File: src/verilog/iso14443a_pkg.sv
`default_nettype none

package iso14443a_pkg;

    // modified miller sequences as seen over one bit period
    typedef enum logic [1:0] {
        seq_x,
        seq_y,
        seq_z,
        seq_error
    } pcd_bit_sequence;

    // clk cycles per bit period (fc/128)
    localparam int BIT_CYCLES = 128;
    // nominal position of the pause in an X period
    localparam int HALF_BIT = 64;
    // allowed distance of a pause from its nominal position
    localparam int EDGE_TOL = 8;

    // shortest low run taken as a real pause
    localparam int PAUSE_MIN_CYCLES = 6;
    // high run needed before another pause can fire
    localparam int PAUSE_REARM_CYCLES = 4;

    // this many Y periods in a row and the bit timer stops
    localparam int IDLE_Y_LIMIT = 3;

    // crc_a preset and reflected polynomial (x^16 + x^12 + x^5 + 1)
    localparam logic [15:0] CRC_A_INIT = 16'h6363;
    localparam logic [15:0] CRC_A_POLY = 16'h8408;

    // counter widths derived from the timing above
    localparam int BIT_CNT_W = $clog2(BIT_CYCLES);
    localparam int PAUSE_CNT_W = $clog2(PAUSE_MIN_CYCLES + 1);
    localparam int REARM_CNT_W = $clog2(PAUSE_REARM_CYCLES + 1);
    localparam int Y_RUN_W = $clog2(IDLE_Y_LIMIT);

endpackage

`default_nettype wire

File: src/verilog/pause_filter.sv
`timescale 1ns/1ps
`default_nettype none

module pause_filter (
    input  wire logic clk,
    input  wire logic rst_n,
    input  wire logic carrier,
    output logic      pause_start
);

    import iso14443a_pkg::*;

    // two stage synchroniser, carrier idles high
    logic [1:0]             sync;
    // consecutive low cycles seen after the synchroniser
    logic [PAUSE_CNT_W-1:0] low_cnt;
    // consecutive high cycles, used to re-arm
    logic [REARM_CNT_W-1:0] high_cnt;
    // set when the next long low run may fire a pulse
    logic                   armed;

    always_ff @(posedge clk or negedge rst_n) begin
        if (!rst_n) begin
            sync        <= 2'b11;
            low_cnt     <= '0;
            high_cnt    <= '0;
            armed       <= 1'b1;
            pause_start <= 1'b0;
        end else begin
            sync        <= {sync[0], carrier};
            pause_start <= 1'b0;

            if (!sync[1]) begin
                // inside a pause, count up and saturate
                high_cnt <= '0;
                if (low_cnt != PAUSE_CNT_W'(PAUSE_MIN_CYCLES)) begin
                    low_cnt <= low_cnt + 1'b1;
                end
                // fires on the cycle the run reaches the minimum
                if (armed && low_cnt == PAUSE_CNT_W'(PAUSE_MIN_CYCLES - 1)) begin
                    pause_start <= 1'b1;
                    armed       <= 1'b0;
                end
            end else begin
                low_cnt <= '0;
                if (high_cnt != REARM_CNT_W'(PAUSE_REARM_CYCLES)) begin
                    high_cnt <= high_cnt + 1'b1;
                end
                // short high blips (ringing) don't get here
                if (high_cnt == REARM_CNT_W'(PAUSE_REARM_CYCLES - 1)) begin
                    armed <= 1'b1;
                end
            end
        end
    end

endmodule

`default_nettype wire

File: src/verilog/sequence_decode.sv
`timescale 1ns/1ps
`default_nettype none

module sequence_decode (
    input  wire logic                       clk,
    input  wire logic                       rst_n,
    input  wire logic                       pause_start,
    output iso14443a_pkg::pcd_bit_sequence  sd_seq,
    output logic                            sd_seq_valid
);

    import iso14443a_pkg::*;

    // bit timer running
    logic                 active;
    // position inside the current bit period
    logic [BIT_CNT_W-1:0] bit_cnt;
    // pauses seen this period, saturates at 2
    logic [1:0]           pause_cnt;
    // the first pause landed in the Z or X window
    logic                 z_hit;
    logic                 x_hit;
    // consecutive Y periods
    logic [Y_RUN_W-1:0]   y_run;

    // view of the period including this cycle's pause
    logic                 in_z_win;
    logic                 in_x_win;
    logic                 accept;
    logic                 z_now;
    logic                 x_now;
    logic [1:0]           cnt_now;
    logic                 period_end;

    always_comb begin
        // while idle bit_cnt sits at 0 so the first pause is a Z
        in_z_win = (bit_cnt <= BIT_CNT_W'(EDGE_TOL));
        in_x_win = (bit_cnt >= BIT_CNT_W'(HALF_BIT - EDGE_TOL)) &&
                   (bit_cnt <= BIT_CNT_W'(HALF_BIT + EDGE_TOL));
        // only the first pause of a period can be accepted
        accept = pause_start && (pause_cnt == 2'd0) && (in_z_win || in_x_win);
        z_now = z_hit || (accept && in_z_win);
        x_now = x_hit || (accept && in_x_win);

        if (pause_start && pause_cnt != 2'd2) begin
            cnt_now = pause_cnt + 2'd1;
        end else begin
            cnt_now = pause_cnt;
        end

        // classify the period
        if (cnt_now == 2'd0) begin
            sd_seq = seq_y;
        end else if (cnt_now == 2'd1 && z_now) begin
            sd_seq = seq_z;
        end else if (cnt_now == 2'd1 && x_now) begin
            sd_seq = seq_x;
        end else begin
            // two pauses or one outside both windows
            sd_seq = seq_error;
        end

        period_end = active && (bit_cnt == BIT_CNT_W'(BIT_CYCLES - 1));
    end

    assign sd_seq_valid = period_end;

    always_ff @(posedge clk or negedge rst_n) begin
        if (!rst_n) begin
            active    <= 1'b0;
            bit_cnt   <= '0;
            pause_cnt <= 2'd0;
            z_hit     <= 1'b0;
            x_hit     <= 1'b0;
            y_run     <= '0;
        end else if (period_end) begin
            // start a fresh period
            bit_cnt   <= '0;
            pause_cnt <= 2'd0;
            z_hit     <= 1'b0;
            x_hit     <= 1'b0;
            if (sd_seq == seq_y) begin
                if (y_run == Y_RUN_W'(IDLE_Y_LIMIT - 1)) begin
                    // frame is over, wait for the next SOC pause
                    active <= 1'b0;
                    y_run  <= '0;
                end else begin
                    y_run <= y_run + 1'b1;
                end
            end else begin
                y_run <= '0;
            end
        end else if (active || pause_start) begin
            active    <= 1'b1;
            pause_cnt <= cnt_now;
            z_hit     <= z_now;
            x_hit     <= x_now;
            if (accept) begin
                // pull the timer onto the pause, this cycle is the nominal slot
                bit_cnt <= in_z_win ? BIT_CNT_W'(1) : BIT_CNT_W'(HALF_BIT + 1);
            end else begin
                bit_cnt <= bit_cnt + 1'b1;
            end
        end
    end

endmodule

`default_nettype wire

File: src/verilog/frame_decode.sv
`timescale 1ns/1ps
`default_nettype none

module frame_decode (
    input  wire logic                           clk,
    input  wire logic                           rst_n,
    input  wire iso14443a_pkg::pcd_bit_sequence sd_seq,
    input  wire logic                           sd_seq_valid,
    output logic                                soc,
    output logic                                eoc,
    output logic [7:0]                          data,
    // 0 means all eight bits are valid
    output logic [2:0]                          data_bits,
    output logic                                data_valid,
    output logic                                sequence_error,
    output logic                                parity_error
);

    import iso14443a_pkg::*;

    // between soc and eoc
    logic            in_frame;
    // decisions are made on the previous sequence so the
    // logic 0 in front of the closing Y is never taken as data
    pcd_bit_sequence last_seq;
    logic            bit_val;
    // at least one bit (or error) after soc
    logic            got_data;
    // eight data bits in, parity bit is next
    logic            want_parity;
    // running odd parity of the current byte
    logic            parity_exp;
    // hold off data until eoc
    logic            err_seen;
    logic            is_eoc;
    logic            take_bit;

    // X carries a 1, Y and Z carry a 0
    assign bit_val = (last_seq == seq_x);

    // Y after Y or Z ends the frame
    assign is_eoc = (sd_seq == seq_y) && (last_seq == seq_y || last_seq == seq_z);

    // strobe on which last_seq is stored as a data bit
    assign take_bit = sd_seq_valid && in_frame && !is_eoc && !err_seen &&
                      (last_seq != seq_error) && !want_parity;

    always_ff @(posedge clk or negedge rst_n) begin
        if (!rst_n) begin
            soc            <= 1'b0;
            eoc            <= 1'b0;
            data_valid     <= 1'b0;
            sequence_error <= 1'b0;
            parity_error   <= 1'b0;
            data_bits      <= 3'd0;
            in_frame       <= 1'b0;
            last_seq       <= seq_y;
            got_data       <= 1'b0;
            want_parity    <= 1'b0;
            parity_exp     <= 1'b1;
            err_seen       <= 1'b0;
        end else begin
            // all outputs are single cycle pulses
            soc            <= 1'b0;
            eoc            <= 1'b0;
            data_valid     <= 1'b0;
            sequence_error <= 1'b0;
            parity_error   <= 1'b0;

            if (sd_seq_valid) begin
                last_seq <= sd_seq;

                if (!in_frame) begin
                    // Ys here are just the idle tail of the last frame
                    if (last_seq == seq_z) begin
                        soc         <= 1'b1;
                        in_frame    <= 1'b1;
                        data_bits   <= 3'd0;
                        got_data    <= 1'b0;
                        want_parity <= 1'b0;
                        parity_exp  <= 1'b1;
                        err_seen    <= 1'b0;
                    end
                end else if (is_eoc) begin
                    eoc      <= 1'b1;
                    in_frame <= 1'b0;
                    // a full byte must be followed by its parity bit
                    if (want_parity) begin
                        parity_error <= 1'b1;
                    end
                    // ZY with nothing between
                    if (!got_data) begin
                        sequence_error <= 1'b1;
                    end
                    // release a trailing partial byte
                    if (!want_parity && got_data && !err_seen && data_bits != 3'd0) begin
                        data_valid <= 1'b1;
                    end
                end else if (!err_seen) begin
                    got_data <= 1'b1;
                    if (last_seq == seq_error) begin
                        sequence_error <= 1'b1;
                        err_seen       <= 1'b1;
                        // keeps eoc from adding a parity error
                        want_parity    <= 1'b0;
                    end else if (want_parity) begin
                        want_parity <= 1'b0;
                        if (bit_val == parity_exp) begin
                            data_valid <= 1'b1;
                            parity_exp <= 1'b1;
                        end else begin
                            parity_error <= 1'b1;
                            err_seen     <= 1'b1;
                        end
                    end else begin
                        parity_exp  <= parity_exp ^ bit_val;
                        want_parity <= (data_bits == 3'd7);
                        // wraps to 0 after bit 7, ready for the next byte
                        data_bits   <= data_bits + 3'd1;
                    end
                end
            end
        end
    end

    // byte shift register, LSB first
    always_ff @(posedge clk) begin
        if (take_bit) begin
            if (data_bits == 3'd0) begin
                // first bit of a byte clears the stale upper bits
                data <= {7'd0, bit_val};
            end else begin
                data[data_bits] <= bit_val;
            end
        end
    end

endmodule

`default_nettype wire

File: src/verilog/crc_a_check.sv
`timescale 1ns/1ps
`default_nettype none

module crc_a_check (
    input  wire logic       clk,
    input  wire logic       rst_n,
    input  wire logic       soc,
    input  wire logic       eoc,
    input  wire logic [7:0] data,
    input  wire logic [2:0] data_bits,
    input  wire logic       data_valid,
    output logic            crc_ok
);

    import iso14443a_pkg::*;

    // running crc over the full bytes of the frame
    logic [15:0] crc;

    // fold one byte in, LSB first, reflected form
    function automatic logic [15:0] crc_a_byte(input logic [15:0] crc_in,
                                               input logic [7:0] byte_in);
        logic [15:0] c;
        c = crc_in;
        for (int i = 0; i < 8; i++) begin
            if (c[0] ^ byte_in[i]) begin
                c = (c >> 1) ^ CRC_A_POLY;
            end else begin
                c = c >> 1;
            end
        end
        return c;
    endfunction

    always_ff @(posedge clk or negedge rst_n) begin
        if (!rst_n) begin
            crc <= CRC_A_INIT;
        end else if (soc) begin
            crc <= CRC_A_INIT;
        end else if (data_valid && data_bits == 3'd0) begin
            // partial bytes never reach the crc
            crc <= crc_a_byte(crc, data);
        end
    end

    // appended crc bytes leave a zero residue
    // only meaningful while eoc is high
    assign crc_ok = eoc && (crc == 16'h0000);

endmodule

`default_nettype wire

File: src/verilog/iso14443a_rx.sv
`timescale 1ns/1ps
`default_nettype none

module iso14443a_rx (
    input  wire logic       clk,
    input  wire logic       rst_n,
    // low while the reader pauses the carrier
    input  wire logic       carrier,
    output logic            soc,
    output logic            eoc,
    output logic [7:0]      data,
    output logic [2:0]      data_bits,
    output logic            data_valid,
    output logic            sequence_error,
    output logic            parity_error,
    output logic            crc_ok
);

    import iso14443a_pkg::*;

    // one pulse per accepted pause
    logic            pause_start;
    // one sequence per bit period
    pcd_bit_sequence sd_seq;
    logic            sd_seq_valid;

    pause_filter u_pause_filter (
        .clk         (clk),
        .rst_n       (rst_n),
        .carrier     (carrier),
        .pause_start (pause_start)
    );

    sequence_decode u_sequence_decode (
        .clk          (clk),
        .rst_n        (rst_n),
        .pause_start  (pause_start),
        .sd_seq       (sd_seq),
        .sd_seq_valid (sd_seq_valid)
    );

    frame_decode u_frame_decode (
        .clk            (clk),
        .rst_n          (rst_n),
        .sd_seq         (sd_seq),
        .sd_seq_valid   (sd_seq_valid),
        .soc            (soc),
        .eoc            (eoc),
        .data           (data),
        .data_bits      (data_bits),
        .data_valid     (data_valid),
        .sequence_error (sequence_error),
        .parity_error   (parity_error)
    );

    // taps the frame_decode outputs alongside the outside world
    crc_a_check u_crc_a_check (
        .clk        (clk),
        .rst_n      (rst_n),
        .soc        (soc),
        .eoc        (eoc),
        .data       (data),
        .data_bits  (data_bits),
        .data_valid (data_valid),
        .crc_ok     (crc_ok)
    );

endmodule

`default_nettype wire

File: config.mk
export PLATFORM = sky130hd
export DESIGN_NAME = iso14443a_rx
export DESIGN_NICKNAME = d
export VERILOG_FILES = /design/src/verilog/iso14443a_pkg.sv /design/src/verilog/pause_filter.sv /design/src/verilog/sequence_decode.sv /design/src/verilog/frame_decode.sv /design/src/verilog/crc_a_check.sv /design/src/verilog/iso14443a_rx.sv
export SDC_FILE = /design/constraint.sdc
export NUM_CORES = 1
export LEC_CHECK = 0
export BUFFER_PORTS_ARGS = -buffer_cell sky130_fd_sc_hd__buf_2
export CAP_MARGIN = 20
export CORE_ASPECT_RATIO = 0.5
export CORE_MARGIN = 1
export CORE_UTILIZATION = 32
export DETAILED_ROUTE_END_ITERATION = 16
export HOLD_SLACK_MARGIN = 0.02
export PLACE_DENSITY = 0.53
export RECOVER_POWER = 100
export SLEW_MARGIN = 15
export SYNTH_ARGS = -nofsm -noshare
export SYNTH_HDL_FRONTEND = slang
export SYNTH_SLANG_ARGS = --single-unit
File: constraint.sdc
create_clock -name clk -period 3.2 [get_ports clk]
set_clock_uncertainty 0.2 [all_clocks]
set_input_delay 0.64 -clock clk [delete_from_list [all_inputs] [get_ports clk]]
set_output_delay 0.64 -clock clk [all_outputs]
set_load 0.02 [all_outputs]
## Word-level counts from Yosys, hierarchy flattened

Cells that the tools add are included.

- Bits in writable memories: 0
- Bits of input ports: 3
- Bits in read-only memories: 0
- Logic and storage cells: 238
- Output and inout bits: 17
- Bits in latches: 0
- Memories: 0
- Register bits after elaboration: 63

- Div/mod/pow operators: 0
- Add/subtract/negate cells: 6
- Eq/ne operators: 24
- Shift operators: 0
- Multipliers: 0
- $lt $le $gt $ge: 5
- Muxes and demuxes: 113
- Bitwise gates (word level): 17
- Reduce and logical (&&, ||, !) cells: 47

Operator list:

| operator | number |
|---|---|
| 16-bit 2-to-1 mux | 24 |
| 1-bit 2-to-1 mux | 65 |
| 3-bit 2-to-1 mux | 10 |
| 7-bit 2-to-1 mux | 4 |
| 2-bit inverter with 3-bit output | 8 |
| 1-bit logical AND | 22 |
| 2-bit inequality test, second input constant | 10 |
| 16-bit logical NOT | 1 |
| 2-bit 2-to-1 mux | 8 |
| 6-bit AND reduction | 2 |
| 2-bit nonzero test | 5 |
| 3-bit by 1-bit adder with 3-bit output, second input constant | 3 |
| 3-bit inequality test, second input constant | 3 |
| 1-bit XOR | 9 |
| 8-bit bitwise mux | 1 |
| 7-bit by 1-bit adder with 7-bit output, second input constant | 1 |
| 7-bit equality test, second input constant | 1 |
| 7-bit by 6-bit greater-or-equal comparator with 1-bit output, second input constant | 1 |
| 7-bit by 4-bit <= comparator with 1-bit output, second input constant | 1 |
| 7-bit <= comparator, second input constant | 1 |
| 2-bit by 1-bit equality test with 1-bit output, second input constant | 3 |
| 2-bit equality test, second input constant | 3 |
| 3-bit equality test, second input constant | 2 |
| 2-bit logical NOT | 3 |
| 13 further kinds | 21 |

## Logic depth before layout (Yosys ltp)

Gate-level depths: netlist of run 1.

- Depth after elaboration: 32
- Depth in mapped cells: 9

## Cells and area by module

Synthesis of run 1 repeated with hierarchy kept, for this count alone.

- Cells, all modules: 316
- Area, all modules: 3,522.1 um^2

By module, submodules not included:

| module | cells each | area an instance (um^2) | sequential area each (um^2) | times used |
|---|---|---|---|---|
| frame_decode | 115 | 1,192.4 | 618.1 | 1 |
| crc_a_check | 71 | 1,033.5 | 410.4 | 1 |
| sequence_decode | 86 | 799.5 | 350.3 | 1 |
| pause_filter | 44 | 496.7 | 254.0 | 1 |

## Worst setup path before layout of run 1

Ideal clock, no wire load.

- Path kind: register to register
- From: reg u_sequence_decode.pause_cnt[0]
- To: reg u_frame_decode.data[1] (enable)
- Data arrival time: 1.762 ns
- Cell stages (with the launch flop): 8
- Path slack: 0.878 ns
- Period minus slack after synthesis: 2.322 ns
- Path buffers: 0
- Required time: 2.640 ns
- Cells stage by stage: dfrtp_1 inv_1 ha_1 and4bb_2 a31o_4 nand2_4 nand3_1 nor2_1

- Longest elaborated chain between the ends: 16
- Elaborated cells on any way between the ends: 25

Ends and longest elaborated chain:

| what | line | source |
|---|---|---|
| start, declared | sequence_decode.sv:19 | `logic [1:0] pause_cnt;` |
| start signal, assigned | sequence_decode.sv:95 | `pause_cnt <= cnt_now;` |
| parallel branches: the longest is 8 deep, another holds 2-bit by 1-bit adder with 2-bit output | - |  |
| 2-bit 2-to-1 mux (*) | sequence_decode.sv:52 | `if (cnt_now == 2'd0) begin` |
| 2-bit by 1-bit equality test with 1-bit output (*) | frame_decode.sv:42 | `assign is_eoc = (sd_seq == seq_y) && (last_seq == seq_y \|\| last_seq == seq_z);` |
| 1-bit logical AND (*) | frame_decode.sv:42 |  |
| 1-bit logical NOT (*) | frame_decode.sv:45 | `assign take_bit = sd_seq_valid && in_frame && !is_eoc && !err_seen &&` |
| 1-bit logical AND (*) (3 in a row) | frame_decode.sv:45 |  |
| 1-bit logical AND (*) | frame_decode.sv:46 | `(last_seq != seq_error) && !want_parity;` |
| net u_frame_decode.take_bit | frame_decode.sv:36 | `logic take_bit;` |
| end signal, assigned | frame_decode.sv:131 | `data <= {7'd0, bit_val};` |
| end signal, assigned by index | frame_decode.sv:133 | `data[data_bits] <= bit_val;` |
| end, declared | frame_decode.sv:11 | `output logic [7:0] data,` |

Mark *: on every way through the listed nets, which the timed path passes.
A chain may end at the register's enable or synchronous reset.

## Final worst setup path of run 1

- From: reg u_crc_a_check.crc[15]
- To: out crc_ok

- Longest elaborated chain between the ends: 2

Ends and longest elaborated chain:

| what | line | source |
|---|---|---|
| start, declared | crc_a_check.sv:18 | `logic [15:0] crc;` |
| start signal, assigned | crc_a_check.sv:42 | `crc <= crc_a_byte(crc, data);` |
| 16-bit logical NOT | crc_a_check.sv:48 | `assign crc_ok = eoc && (crc == 16'h0000);` |
| 1-bit logical AND | crc_a_check.sv:48 |  |
| end, declared | iso14443a_rx.sv:16 | `output logic crc_ok` |

Every way passes these cells.

==> results of run 1 <==
worst register-to-register path, delay by kind of cell, from the launching register on:
family | cells | cell delay [ns]
and+or+nand+nor | 4 | 1.02
DFF | 1 | 0.37
adders and majority gates | 1 | 0.32
AOI/OAI and AO/OA | 1 | 0.25
buffers and inverters | 1 | 0.10
power by group:
group | leakage [nW] | switching, mW | internal [mW]
Clock | 0.162 | 0.336 | 0.722
Sequential | 0.766 | 0.0649 | 0.878
Combinational | 0.728 | 0.146 | 0.110
Total | 1.66 | 0.547 | 1.71
cells in the final DEF (no fill, tap or decap), types with 2 or more instances in the layout:
cell,count
clkbuf_8,2
nor2b_1,7
a21oi_1,28
nand4_1,3
nand2_1,27
a22o_1,10
xor2_1,7
ha_1,16
buf_4,2
a211oi_1,7
and2_0,4
clkbuf_16,9
clkbuf_1,18
nor3b_1,3
a31oi_1,3
o22ai_1,3
inv_1,20
a21boi_0,2
and2_1,2
edfxtp_1,8
bufinv_16,2
nand2b_1,5
xnor2_1,21
nand3_1,7
o211ai_1,2
mux2i_1,4
nor4_1,4
mux2_2,2
o21ai_0,16
nor3_1,2
buf_2,2
and3_1,2
a21o_1,4
dfrtp_1,42
nor2_1,36
dfstp_2,12
layout make-up:
cell class | count | area [um^2] | area share [%]
Clock inverter | 5 | 78.8 | 2.01
Multi-Input combinational cell | 245 | 1600 | 41.0
Clock buffer | 11 | 253 | 6.45
Inverter | 20 | 75.1 | 1.92
Tap cell | 140 | 175 | 4.47
Sequential cell | 63 | 1630 | 41.7
Timing Repair Buffer | 23 | 97.6 | 2.49
worst paths after layout:
check                      cells after the start                                       start                                     to  slack, ns
hold reg to reg                                0            u_pause_filter.sync[0]$_DFF_PN1_       u_pause_filter.sync[1]$_DFF_PN1_       0.15
min in group asynchronous                      2                                       rst_n      u_crc_a_check.crc[12]$_DFFE_PN0P_       0.50
hold / removal                                 0            u_pause_filter.sync[0]$_DFF_PN1_       u_pause_filter.sync[1]$_DFF_PN1_       0.15
setup / recovery                               4           u_crc_a_check.crc[15]$_DFFE_PN0P_                                 crc_ok       0.51
max in group asynchronous                      2                                       rst_n  u_pause_filter.low_cnt[1]$_DFFE_PN0P_       1.45
setup reg to reg                               7  u_sequence_decode.pause_cnt[0]$_DFFE_PN0P_   u_frame_decode.data[6]$_SDFFCE_PP0P_       0.56
kinds of logic (layout without fill, tap and decap cells):
family / Yosys count / after routing / synth area share, %
muxes: 6 / 6 / 1.85
AOI/OAI and AO/OA: 83 / 83 / 16.3
xor gates and xnor gates: 28 / 28 / 7.26
and+or+nand+nor: 112 / 112 / 16.9
buffers and inverters: 30 / 59 / 3.48
adders and majority gates: 16 / 16 / 5.93
DFF: 63 / 63 / 48.3
metrics by stage:
| stage | instances | utilization (%) | worst slack, ns | hold slack [ns] | total power, mW |
|---|---|---|---|---|---|
| floorplan | 338 | - | 0.878 | 0.144 | 1.15 |
| global placement | 491 | 35.5 | 0.660 | 0.146 | 1.22 |
| detailed placement | 491 | 35.5 | 0.599 | 0.147 | 1.23 |
| CTS | 507 | 38.7 | 0.587 | 0.155 | 2.31 |
| global route | 507 | 38.2 | 0.332 | 0.159 | 2.38 |
| finish | 507 | 38.2 | 0.508 | 0.154 | 2.26 |
Yosys cell counts, types with 2 or more instances:
cell type,number
a22o_1,10
edfxtp_1,8
nand3_1,7
xnor2_1,21
nand4_1,3
nor4_1,4
nor3_1,2
a211oi_2,3
buf_2,4
o211ai_1,2
dfrtp_1,42
nor2_1,36
nand2_1,27
clkbuf_1,6
a21boi_0,2
ha_1,16
a31oi_1,3
o21ai_0,15
a211oi_1,4
dfstp_2,13
nor2b_1,7
mux2i_1,4
inv_1,20
nand2b_1,5
nor3b_1,3
a21o_1,4
o22ai_1,3
a21oi_1,28
and2_1,6
mux2_2,2
xor2_1,7
and3_1,2
sequential cells by signal (all words and copies together) (netlist names), 2 cells and up:
signal,count
u_pause_filter.high_cnt,3
u_sequence_decode.bit_cnt,7
u_crc_a_check.crc,16
u_frame_decode.data,8
u_frame_decode.data_bits,3
u_sequence_decode.y_run,2
u_frame_decode.last_seq,2
u_sequence_decode.pause_cnt,2
u_pause_filter.sync,2
u_pause_filter.low_cnt,3
layer usage:
layer	global-route usage (%)	vias to the layer above
met5	0	-
met2	21.8	35
met3	4.00	0
li1	-	1229
met4	5.15	0
met1	17.0	1155
==> impl_metrics.py, run 1 <==
metrics = {
    "finish": {
        "syn2layout_area_growth_pct": 15.9,
        "nFillCells": 1020,
        "drive_gt1_share_pct": 11.2,
        "fin_area_um2": 3920,
        "antenna_cells": 0,
        "fin_nets": 381,
    },
    "sta": {
        "post-route-min-period_ns": 2.69,
        "slew_headroom_pct": 8.69,
        "drv_slew": 0,
        "hold_viol": 0,
        "setup_viol": 0,
        "min_period_over_period_pct": 84.1,
        "max_freq_mhz": 372,
        "worstMarginPinSlew_ns": 1.37,
        "rsz0062_at_grt": "no",
        "fin_setup_tns_ns": 0,
    },
    "critical_path": {
        "cpLargestDelayFamily": "simple AND/OR/NAND/NOR gates",
        "cp.arrival_ns": 1.85,
        "path_cells": "nor4b_1, nand4_1, nor4_1, clkbuf_1",
        "slowest_delay_ns": 0.41,
        "path_buf_inv": 1,
        "worst_setup_path_end_kind": "primary output",
        "critPathSlowestCell": "dfrtp_1",
        "path_max_fanout": 3,
        "path_class": "reg2out",
        "cp.required_ns": 2.36,
        "start_kind": "register",
    },
    "clock_network": {
        "cts_made_buffers": 9,
        "clk_pin_slew_ns": 0.06,
        "h-tree-depth": 3,
        "cts_tree": "done",
        "cts_hold_buffers": 0,
        "clock_sinks": 63,
        "root_buffer": "clkbuf_16",
        "cts_setup_buffers": 0,
        "cts_max_path_buffers": 2,
        "cts_resized": 0,
        "worstSkewPairLatency_ns": 0.32,
    },
    "synth": {
        "async_flop_share_pct": 87.3,
        "synth_nets": 357,
        "ys.flop_type": "dfrtp_1",
        "synthesis.area_um2": 3380,
        "yosysWarningCount": 0,
        "yosysTopAreaCellShare_pct": 31.1,
        "synth_edf_count": 8,
        "ys_seq_elements": 63,
        "synth.area.top_cells": "dfrtp_1 31%, dfstp_2 10%, edfxtp_1 7.1%, ha_1 5.9%, xnor2_1 5.4%",
        "synth-seq-area-share_pct": 48.3,
        "syn_area_per_cell_um2": 9.99,
        "synth_top_area_cell": "dfrtp_1",
        "syn_inst": 338,
        "ys_types": 51,
    },
    "run_status": {
        "status": "finished, final reports clean",
    },
    "die": {
        "die_h_um": 74.7,
        "io_pins": 20,
        "die_w_um": 147,
        "dieArea_um2": 11000,
        "core_um2": 10200,
        "start_util_pct": 33.0,
        "rows": 26,
    },
    "run": {
        "maxCapViolCount": 0,
    },
    "drt": {
        "wl_met3_um": 236,
        "dr.max_layer_used": "met3",
        "route.met2.wl_um": 3090,
        "wl_met1_um": 3380,
        "drcViolationCount": 0,
        "drt_first_iter_violations": 162,
        "wl_um": 6700,
        "vias_per_cell": 4.77,
        "vias": 2419,
        "drtPass1Iterations": 4,
        "wl_per_cell_um": 13.2,
        "ant_nets": 0,
    },
    "global_routing": {
        "overflow": 0,
        "grt_use_total_pct": 13.3,
        "grt_pass1_vias": 2297,
        "antenna_found_initial": 0,
        "grt_pass1_wl_um": 11300,
        "grt_max_degree": 56,
    },
    "pwr": {
        "vdd_drop_max_v": 0.000180,
        "power_density_nw_per_um2": 576,
        "p_leak_nw": 1.66,
    },
    "placed_design": {
        "placed_area_um2": 3640,
        "gp_congestion": 0.747,
        "port_buffers": 19,
        "dp_hpwl_um": 4770,
    },
    "worst_hold_path": {
        "hold_path_class": "reg2reg",
    },
}
(Power assumes the default switching activity.)
==> inputs of run 2 (changes only) <==
--- a/config.mk
+++ b/config.mk
@@ -12,7 +12,7 @@
 export CORE_UTILIZATION = 32
 export DETAILED_ROUTE_END_ITERATION = 16
 export HOLD_SLACK_MARGIN = 0.02
-export PLACE_DENSITY = 0.53
+export PLACE_DENSITY = 0.55
 export RECOVER_POWER = 100
 export SLEW_MARGIN = 15
 export SYNTH_ARGS = -nofsm -noshare
==> constraint.sdc (replaced) <==
create_clock -name clk -period 2.3 [get_ports clk]
set_clock_uncertainty 0.2 [all_clocks]
set_input_delay 0.46 -clock clk [delete_from_list [all_inputs] [get_ports clk]]
set_output_delay 0.46 -clock clk [all_outputs]
set_load 0.02 [all_outputs]
==> impl_metrics.py, run 2 (synthesis gave the netlist of run 1 again) <==
metrics = {
    "critical_path": {
        "worstRegToRegCells": 8,
        "critPathSlowestCell": "dfrtp_1",
        "cp.arrival_ns": 1.59,
        "path_buf_inv": 1,
        "worst_setup_path_end_kind": "primary output",
        "path_class": "reg2out",
        "slowest_delay_ns": 0.42,
        "path_max_fanout": 3,
        "start_kind": "register",
        "cpLargestDelayFamily": "simple AND/OR/NAND/NOR gates",
        "r2r_slack_ns": 0.09,
        "r2r-start": "u_sequence_decode.pause_cnt[1]$_DFFE_PN0P_",
        "path_cells": "nor4_2, nand4_1, nor4_2, buf_2",
        "reg2reg_to": "u_frame_decode.data[5]$_SDFFCE_PP0P_",
        "path_common_cell": "nor4_2",
        "cp.required_ns": 1.64,
    },
    "die": {
        "die_w_um": 147,
        "core_um2": 10200,
        "start_util_pct": 33.0,
        "io_pins": 20,
        "die_h_um": 74.7,
        "rows": 26,
        "dieArea_um2": 11000,
    },
    "sta": {
        "slew_headroom_pct": 57.1,
        "max_freq_mhz": 445,
        "min_period_over_period_pct": 97.7,
        "post-route-min-period_ns": 2.25,
        "setup_viol": 0,
        "hold_viol": 0,
        "worstMarginPinSlew_ns": 0.644,
        "fin_setup_tns_ns": 0,
        "drv_slew": 0,
    },
    "drt": {
        "drcViolationCount": 0,
        "vias": 2507,
        "wl_um": 6920,
        "wl_per_cell_um": 13.3,
        "drtPass1Iterations": 5,
        "ant_nets": 0,
        "vias_per_cell": 4.82,
        "drt_first_iter_violations": 99,
    },
    "global_routing": {
        "grt_max_degree": 26,
        "grt_use_total_pct": 13.4,
        "grt_pass1_wl_um": 11400,
        "grt_pass1_vias": 2317,
        "antenna_found_initial": 0,
        "overflow": 0,
    },
    "finish": {
        "fin_area_um2": 4050,
        "antenna_cells": 0,
        "instances_no_fill": 520,
        "drive_gt1_share_pct": 16.3,
        "fin_nets": 394,
        "top_regs": "u_crc_a_check.crc (16), u_frame_decode.data (8), u_sequence_decode.bit_cnt (7)",
        "mostFrequentLayoutCell": "dfrtp_1",
        "syn2layout_area_growth_pct": 19.9,
        "fin_util_pct": 39.5,
        "final_cell_mix": "42 x dfrtp_1, 36 x nor2_1, 28 x a21oi_1",
        "largest_reg_flops": 16,
        "top_register": "u_crc_a_check.crc",
    },
    "worst_hold_path": {
        "min_to": "u_pause_filter.sync[0]$_DFF_PN1_",
        "hold_path_class": "in2reg",
        "hold_path_startpoint": "carrier",
        "whs_path_depth": 1,
    },
    "pwr": {
        "power.switching_mw": 0.769,
        "pwr-share-clk_pct": 45.8,
        "p_int_mw": 2.36,
        "p_seq_share_pct": 41.8,
        "p_leak_nw": 1.73,
        "power_density_nw_per_um2": 772,
        "switching_share_pct": 24.6,
        "power_frac_comb_pct": 12.4,
        "vdd_drop_max_v": 0.000387,
        "finalPower_mw": 3.13,
    },
    "run": {
        "maxCapViolCount": 0,
    },
    "clock_network": {
        "cts_max_path_buffers": 2,
        "clk_pin_slew_ns": 0.05,
        "clock_sinks": 63,
        "cts_setup_buffers": 0,
        "worstSkewPairLatency_ns": 0.32,
        "root_buffer": "clkbuf_16",
        "h-tree-depth": 3,
        "cts_tree": "done",
        "cts_made_buffers": 9,
    },
    "placed_design": {
        "port_buffers": 19,
        "placed_area_um2": 3740,
        "dpl.cell_count": 503,
        "dp_hpwl_um": 4990,
        "gp_congestion": 0.778,
    },
    "run_status": {
        "status": "finished, final reports clean",
    },
}
==> run 2: layer usage <==
metal  vias to the layer above  track usage [%]  share of wire, %
li1                       1261                -                 -
met3                         8             4.00               3.6
met1                      1202             17.2                49
met4                         0             4.58               1.1
met5                         -                0                 0
met2                        36             21.9                46
==> run 2: what timing repair did <==
item                                   4_1_cts  5_1_grt
cloned                                       0        0
gates resized for setup                      1        9
hold buffers                                 1        0
endpoints found under the hold margin       13        0
setup endpoints to repair                    1       12
pin swaps                                    0        3
==> run 2: final cells by class <==
class | count | area [um^2]
Clock buffer | 12 | 278
Clock inverter | 4 | 50.0
Multi-Input combinational cell | 245 | 1650
Fill cell | 1038 | 6200
Timing Repair Buffer | 36 | 188
Sequential cell | 63 | 1630
Inverter | 20 | 75.1
Tap cell | 140 | 175
==> run 2: power groups by stage <==
stage,sequential [mW],combinational (mW),clock [mW]
finish,1.31,0.387,1.43
detailed placement,1.32,0.399,0
global placement,1.32,0.394,0
CTS,1.31,0.402,1.47
floorplan,1.29,0.311,0
global route,1.32,0.453,1.52
==> run 2: per-stage QoR <==
step	setup WS [ns]	hold WS (ns)
floorplan	0.0820	-0.0356
global placement	0.0875	0.145
detailed placement	-0.0191	0.147
CTS	0.00611	0.0388
global route	-0.00841	0.0297
finish	0.0523	0.0314
==> run 2: worst register-to-register path, stage by stage (launching register included) <==
cell and delay, ns:
dfrtp_1 0.38, inv_2 0.06, ha_1 0.31, and4bb_2 0.26, a31o_4 0.23, nand2_4 0.08
nand3_2 0.09, nor2_1 0.11, clkbuf_4 0.20
==> run 2: worst max-delay path by stage <==
stage	startpoint	endpoint	slack, ns	cells past startpoint
after floorplan	u_sequence_decode.pause_cnt[0]$_DFFE_PN0P_	u_frame_decode.data[0]$_DFFE_PP_	0.08	7
after global placement	u_sequence_decode.pause_cnt[0]$_DFFE_PN0P_	u_frame_decode.data[0]$_DFFE_PP_	0.09	7
final	u_crc_a_check.crc[3]$_DFFE_PN0P_	crc_ok	0.05	4
after CTS	u_crc_a_check.crc[3]$_DFFE_PN0P_	crc_ok	0.006	4
after global routing	u_crc_a_check.crc[3]$_DFFE_PN0P_	crc_ok	-0.008	4
after detailed placement	u_sequence_decode.pause_cnt[1]$_DFFE_PN0P_	u_frame_decode.data[0]$_DFFE_PP_	-0.02	7
==> inputs of run 3 (changes only) <==
==> constraint.sdc (replaced) <==
create_clock -name clk -period 2.3 [get_ports clk]
set_clock_uncertainty 0.2 [all_clocks]
set_input_delay 0.345 -clock clk [delete_from_list [all_inputs] [get_ports clk]]
set_output_delay 0.345 -clock clk [all_outputs]
set_load 0.02 [all_outputs]
==> impl_metrics.py, run 3 (synthesis gave the netlist of run 1 again) <==
metrics = {
    "pwr": {
        "finalPower_mw": 3.14,
        "p_seq_share_pct": 41.7,
        "vdd_drop_max_v": 0.000385,
        "power.switching_mw": 0.771,
        "pwr-share-clk_pct": 45.7,
        "power_density_nw_per_um2": 771,
        "p_leak_nw": 1.73,
        "power_frac_comb_pct": 12.6,
        "p_int_mw": 2.36,
        "switching_share_pct": 24.6,
    },
    "drt": {
        "ant_nets": 0,
        "wl_um": 6850,
        "wl_per_cell_um": 13.2,
        "drtPass1Iterations": 5,
        "vias_per_cell": 4.82,
        "drcViolationCount": 0,
        "drt_first_iter_violations": 102,
        "vias": 2512,
    },
    "finish": {
        "nFillCells": 1032,
        "regArea_um2": 1630,
        "top_register": "u_crc_a_check.crc",
        "largest_reg_flops": 16,
        "syn2layout_area_growth_pct": 20.4,
        "fin_util_pct": 39.7,
        "mostFrequentLayoutCell": "dfrtp_1",
        "instances_no_fill": 521,
        "fin_nets": 395,
        "antenna_cells": 0,
        "final_cell_mix": "42 x dfrtp_1, 35 x nor2_1, 28 x a21oi_1",
        "multi_input_area_um2": 1640,
        "top_regs": "u_crc_a_check.crc (16), u_frame_decode.data (8), u_sequence_decode.bit_cnt (7)",
        "drive_gt1_share_pct": 15.7,
    },
    "clock_network": {
        "clk_pin_slew_ns": 0.05,
        "cts_tree": "done",
        "cts_max_path_buffers": 2,
        "cts_made_buffers": 9,
        "clock_sinks": 63,
        "cts_setup_buffers": 0,
        "h-tree-depth": 3,
        "worstSkewPairLatency_ns": 0.32,
        "root_buffer": "clkbuf_16",
    },
    "placed_design": {
        "gp_congestion": 0.778,
        "port_buffers": 19,
        "dp_hpwl_um": 4990,
        "dpl.cell_count": 503,
    },
    "sta": {
        "drv_slew": 0,
        "setup_viol": 0,
        "hold_viol": 0,
        "worstMarginPinSlew_ns": 1.28,
        "post-route-min-period_ns": 2.22,
        "rsz0062_at_grt": "no",
        "slew_headroom_pct": 14.7,
        "max_freq_mhz": 451,
        "min_period_over_period_pct": 96.3,
    },
    "run_status": {
        "status": "finished, final reports clean",
    },
    "critical_path": {
        "path_max_fanout": 6,
        "start_kind": "register",
        "path_class": "reg2reg",
        "cp.required_ns": 2.34,
        "cp.arrival_ns": 2.25,
        "worst_setup_path_end_kind": "register",
    },
    "global_routing": {
        "grt_pass1_wl_um": 11400,
        "grt_pass1_vias": 2317,
        "grt_max_degree": 26,
        "grtUsageMet3_pct": 4.00,
        "met2_usage_pct": 21.9,
        "antenna_found_initial": 0,
        "overflow": 0,
        "grt_use_met1_pct": 17.2,
        "busiest_layer": "met2",
        "grt_use_total_pct": 13.4,
    },
    "die": {
        "die_h_um": 74.7,
        "die_w_um": 147,
        "rows": 26,
        "core_um2": 10200,
        "io_pins": 20,
        "dieArea_um2": 11000,
        "start_util_pct": 33.0,
    },
    "worst_hold_path": {
        "hold_path_class": "reg2reg",
    },
    "run": {
        "maxCapViolCount": 0,
    },
}
## run 3: final timing paths
kind	end	start	slack [ns]	cells past startpoint
max in group asynchronous	u_pause_filter.sync[0]$_DFF_PN1_	rst_n	0.37	3
worst min register to register	u_pause_filter.sync[1]$_DFF_PN1_	u_pause_filter.sync[0]$_DFF_PN1_	0.15	0
worst min-delay path	u_pause_filter.sync[1]$_DFF_PN1_	u_pause_filter.sync[0]$_DFF_PN1_	0.15	0
worst max register to register	u_frame_decode.parity_exp$_DFFE_PN1P_	u_sequence_decode.pause_cnt[1]$_DFFE_PN0P_	0.08	7
worst max-delay path	u_frame_decode.parity_exp$_DFFE_PN1P_	u_sequence_decode.pause_cnt[1]$_DFFE_PN0P_	0.08	7
min in group asynchronous	u_frame_decode.data_bits[2]$_DFFE_PN0P_	rst_n	0.63	2
## run 3: timing repair
action	4_1_cts	5_1_grt
hold endpoints to repair	14	0
hold buffers	2	0
pin swaps	0	1
gates resized for setup	1	5
setup endpoints to repair	1	11
## run 3: worst max-delay path, stage by stage, from the launching register on
cell      delay (ns)
dfrtp_1         0.38
inv_2           0.06
ha_1            0.31
and4bb_2        0.26
a31o_4          0.23
a211o_4         0.36
mux2i_1         0.12
a211oi_1        0.21
## run 3: power by group through the flow
stage	Clock (mW)	Combinational [mW]	Sequential (mW)
after floorplan	0	0.311	1.29
after detailed placement	0	0.399	1.32
after global routing	1.52	0.461	1.32
after CTS	1.47	0.403	1.31
after global placement	0	0.394	1.32
final	1.43	0.395	1.31
## run 3: final cells by class
cell class | count | area share [%]
Multi-Input combinational cell | 245 | 40.3
Sequential cell | 63 | 40.1
Clock buffer | 12 | 6.83
Timing Repair Buffer | 37 | 5.38
Tap cell | 140 | 4.31
Inverter | 20 | 1.85
Clock inverter | 4 | 1.23
## run 3: metrics by stage
stage | area [um^2] | hold WS, ns | setup TNS, ns | worst slack (ns)
5_1_grt | 4070 | 0.155 | 0 | 0.00128
6_report | 4070 | 0.153 | 0 | 0.0845
4_1_cts | 4100 | 0.154 | 0 | 0.00667
3_5_place_dp | 3740 | 0.147 | -0.0191 | -0.0191
3_3_place_gp | 3740 | 0.145 | 0 | 0.0875
2_1_floorplan | 3380 | -0.151 | 0 | 0.0820
## run 3: routing by layer
layer | share of wire [%] | up-vias
met2 | 46 | 33
met4 | 1.1 | 0
met1 | 50 | 1207
li1 | - | 1264
met5 | 0 | -
met3 | 3.2 | 8
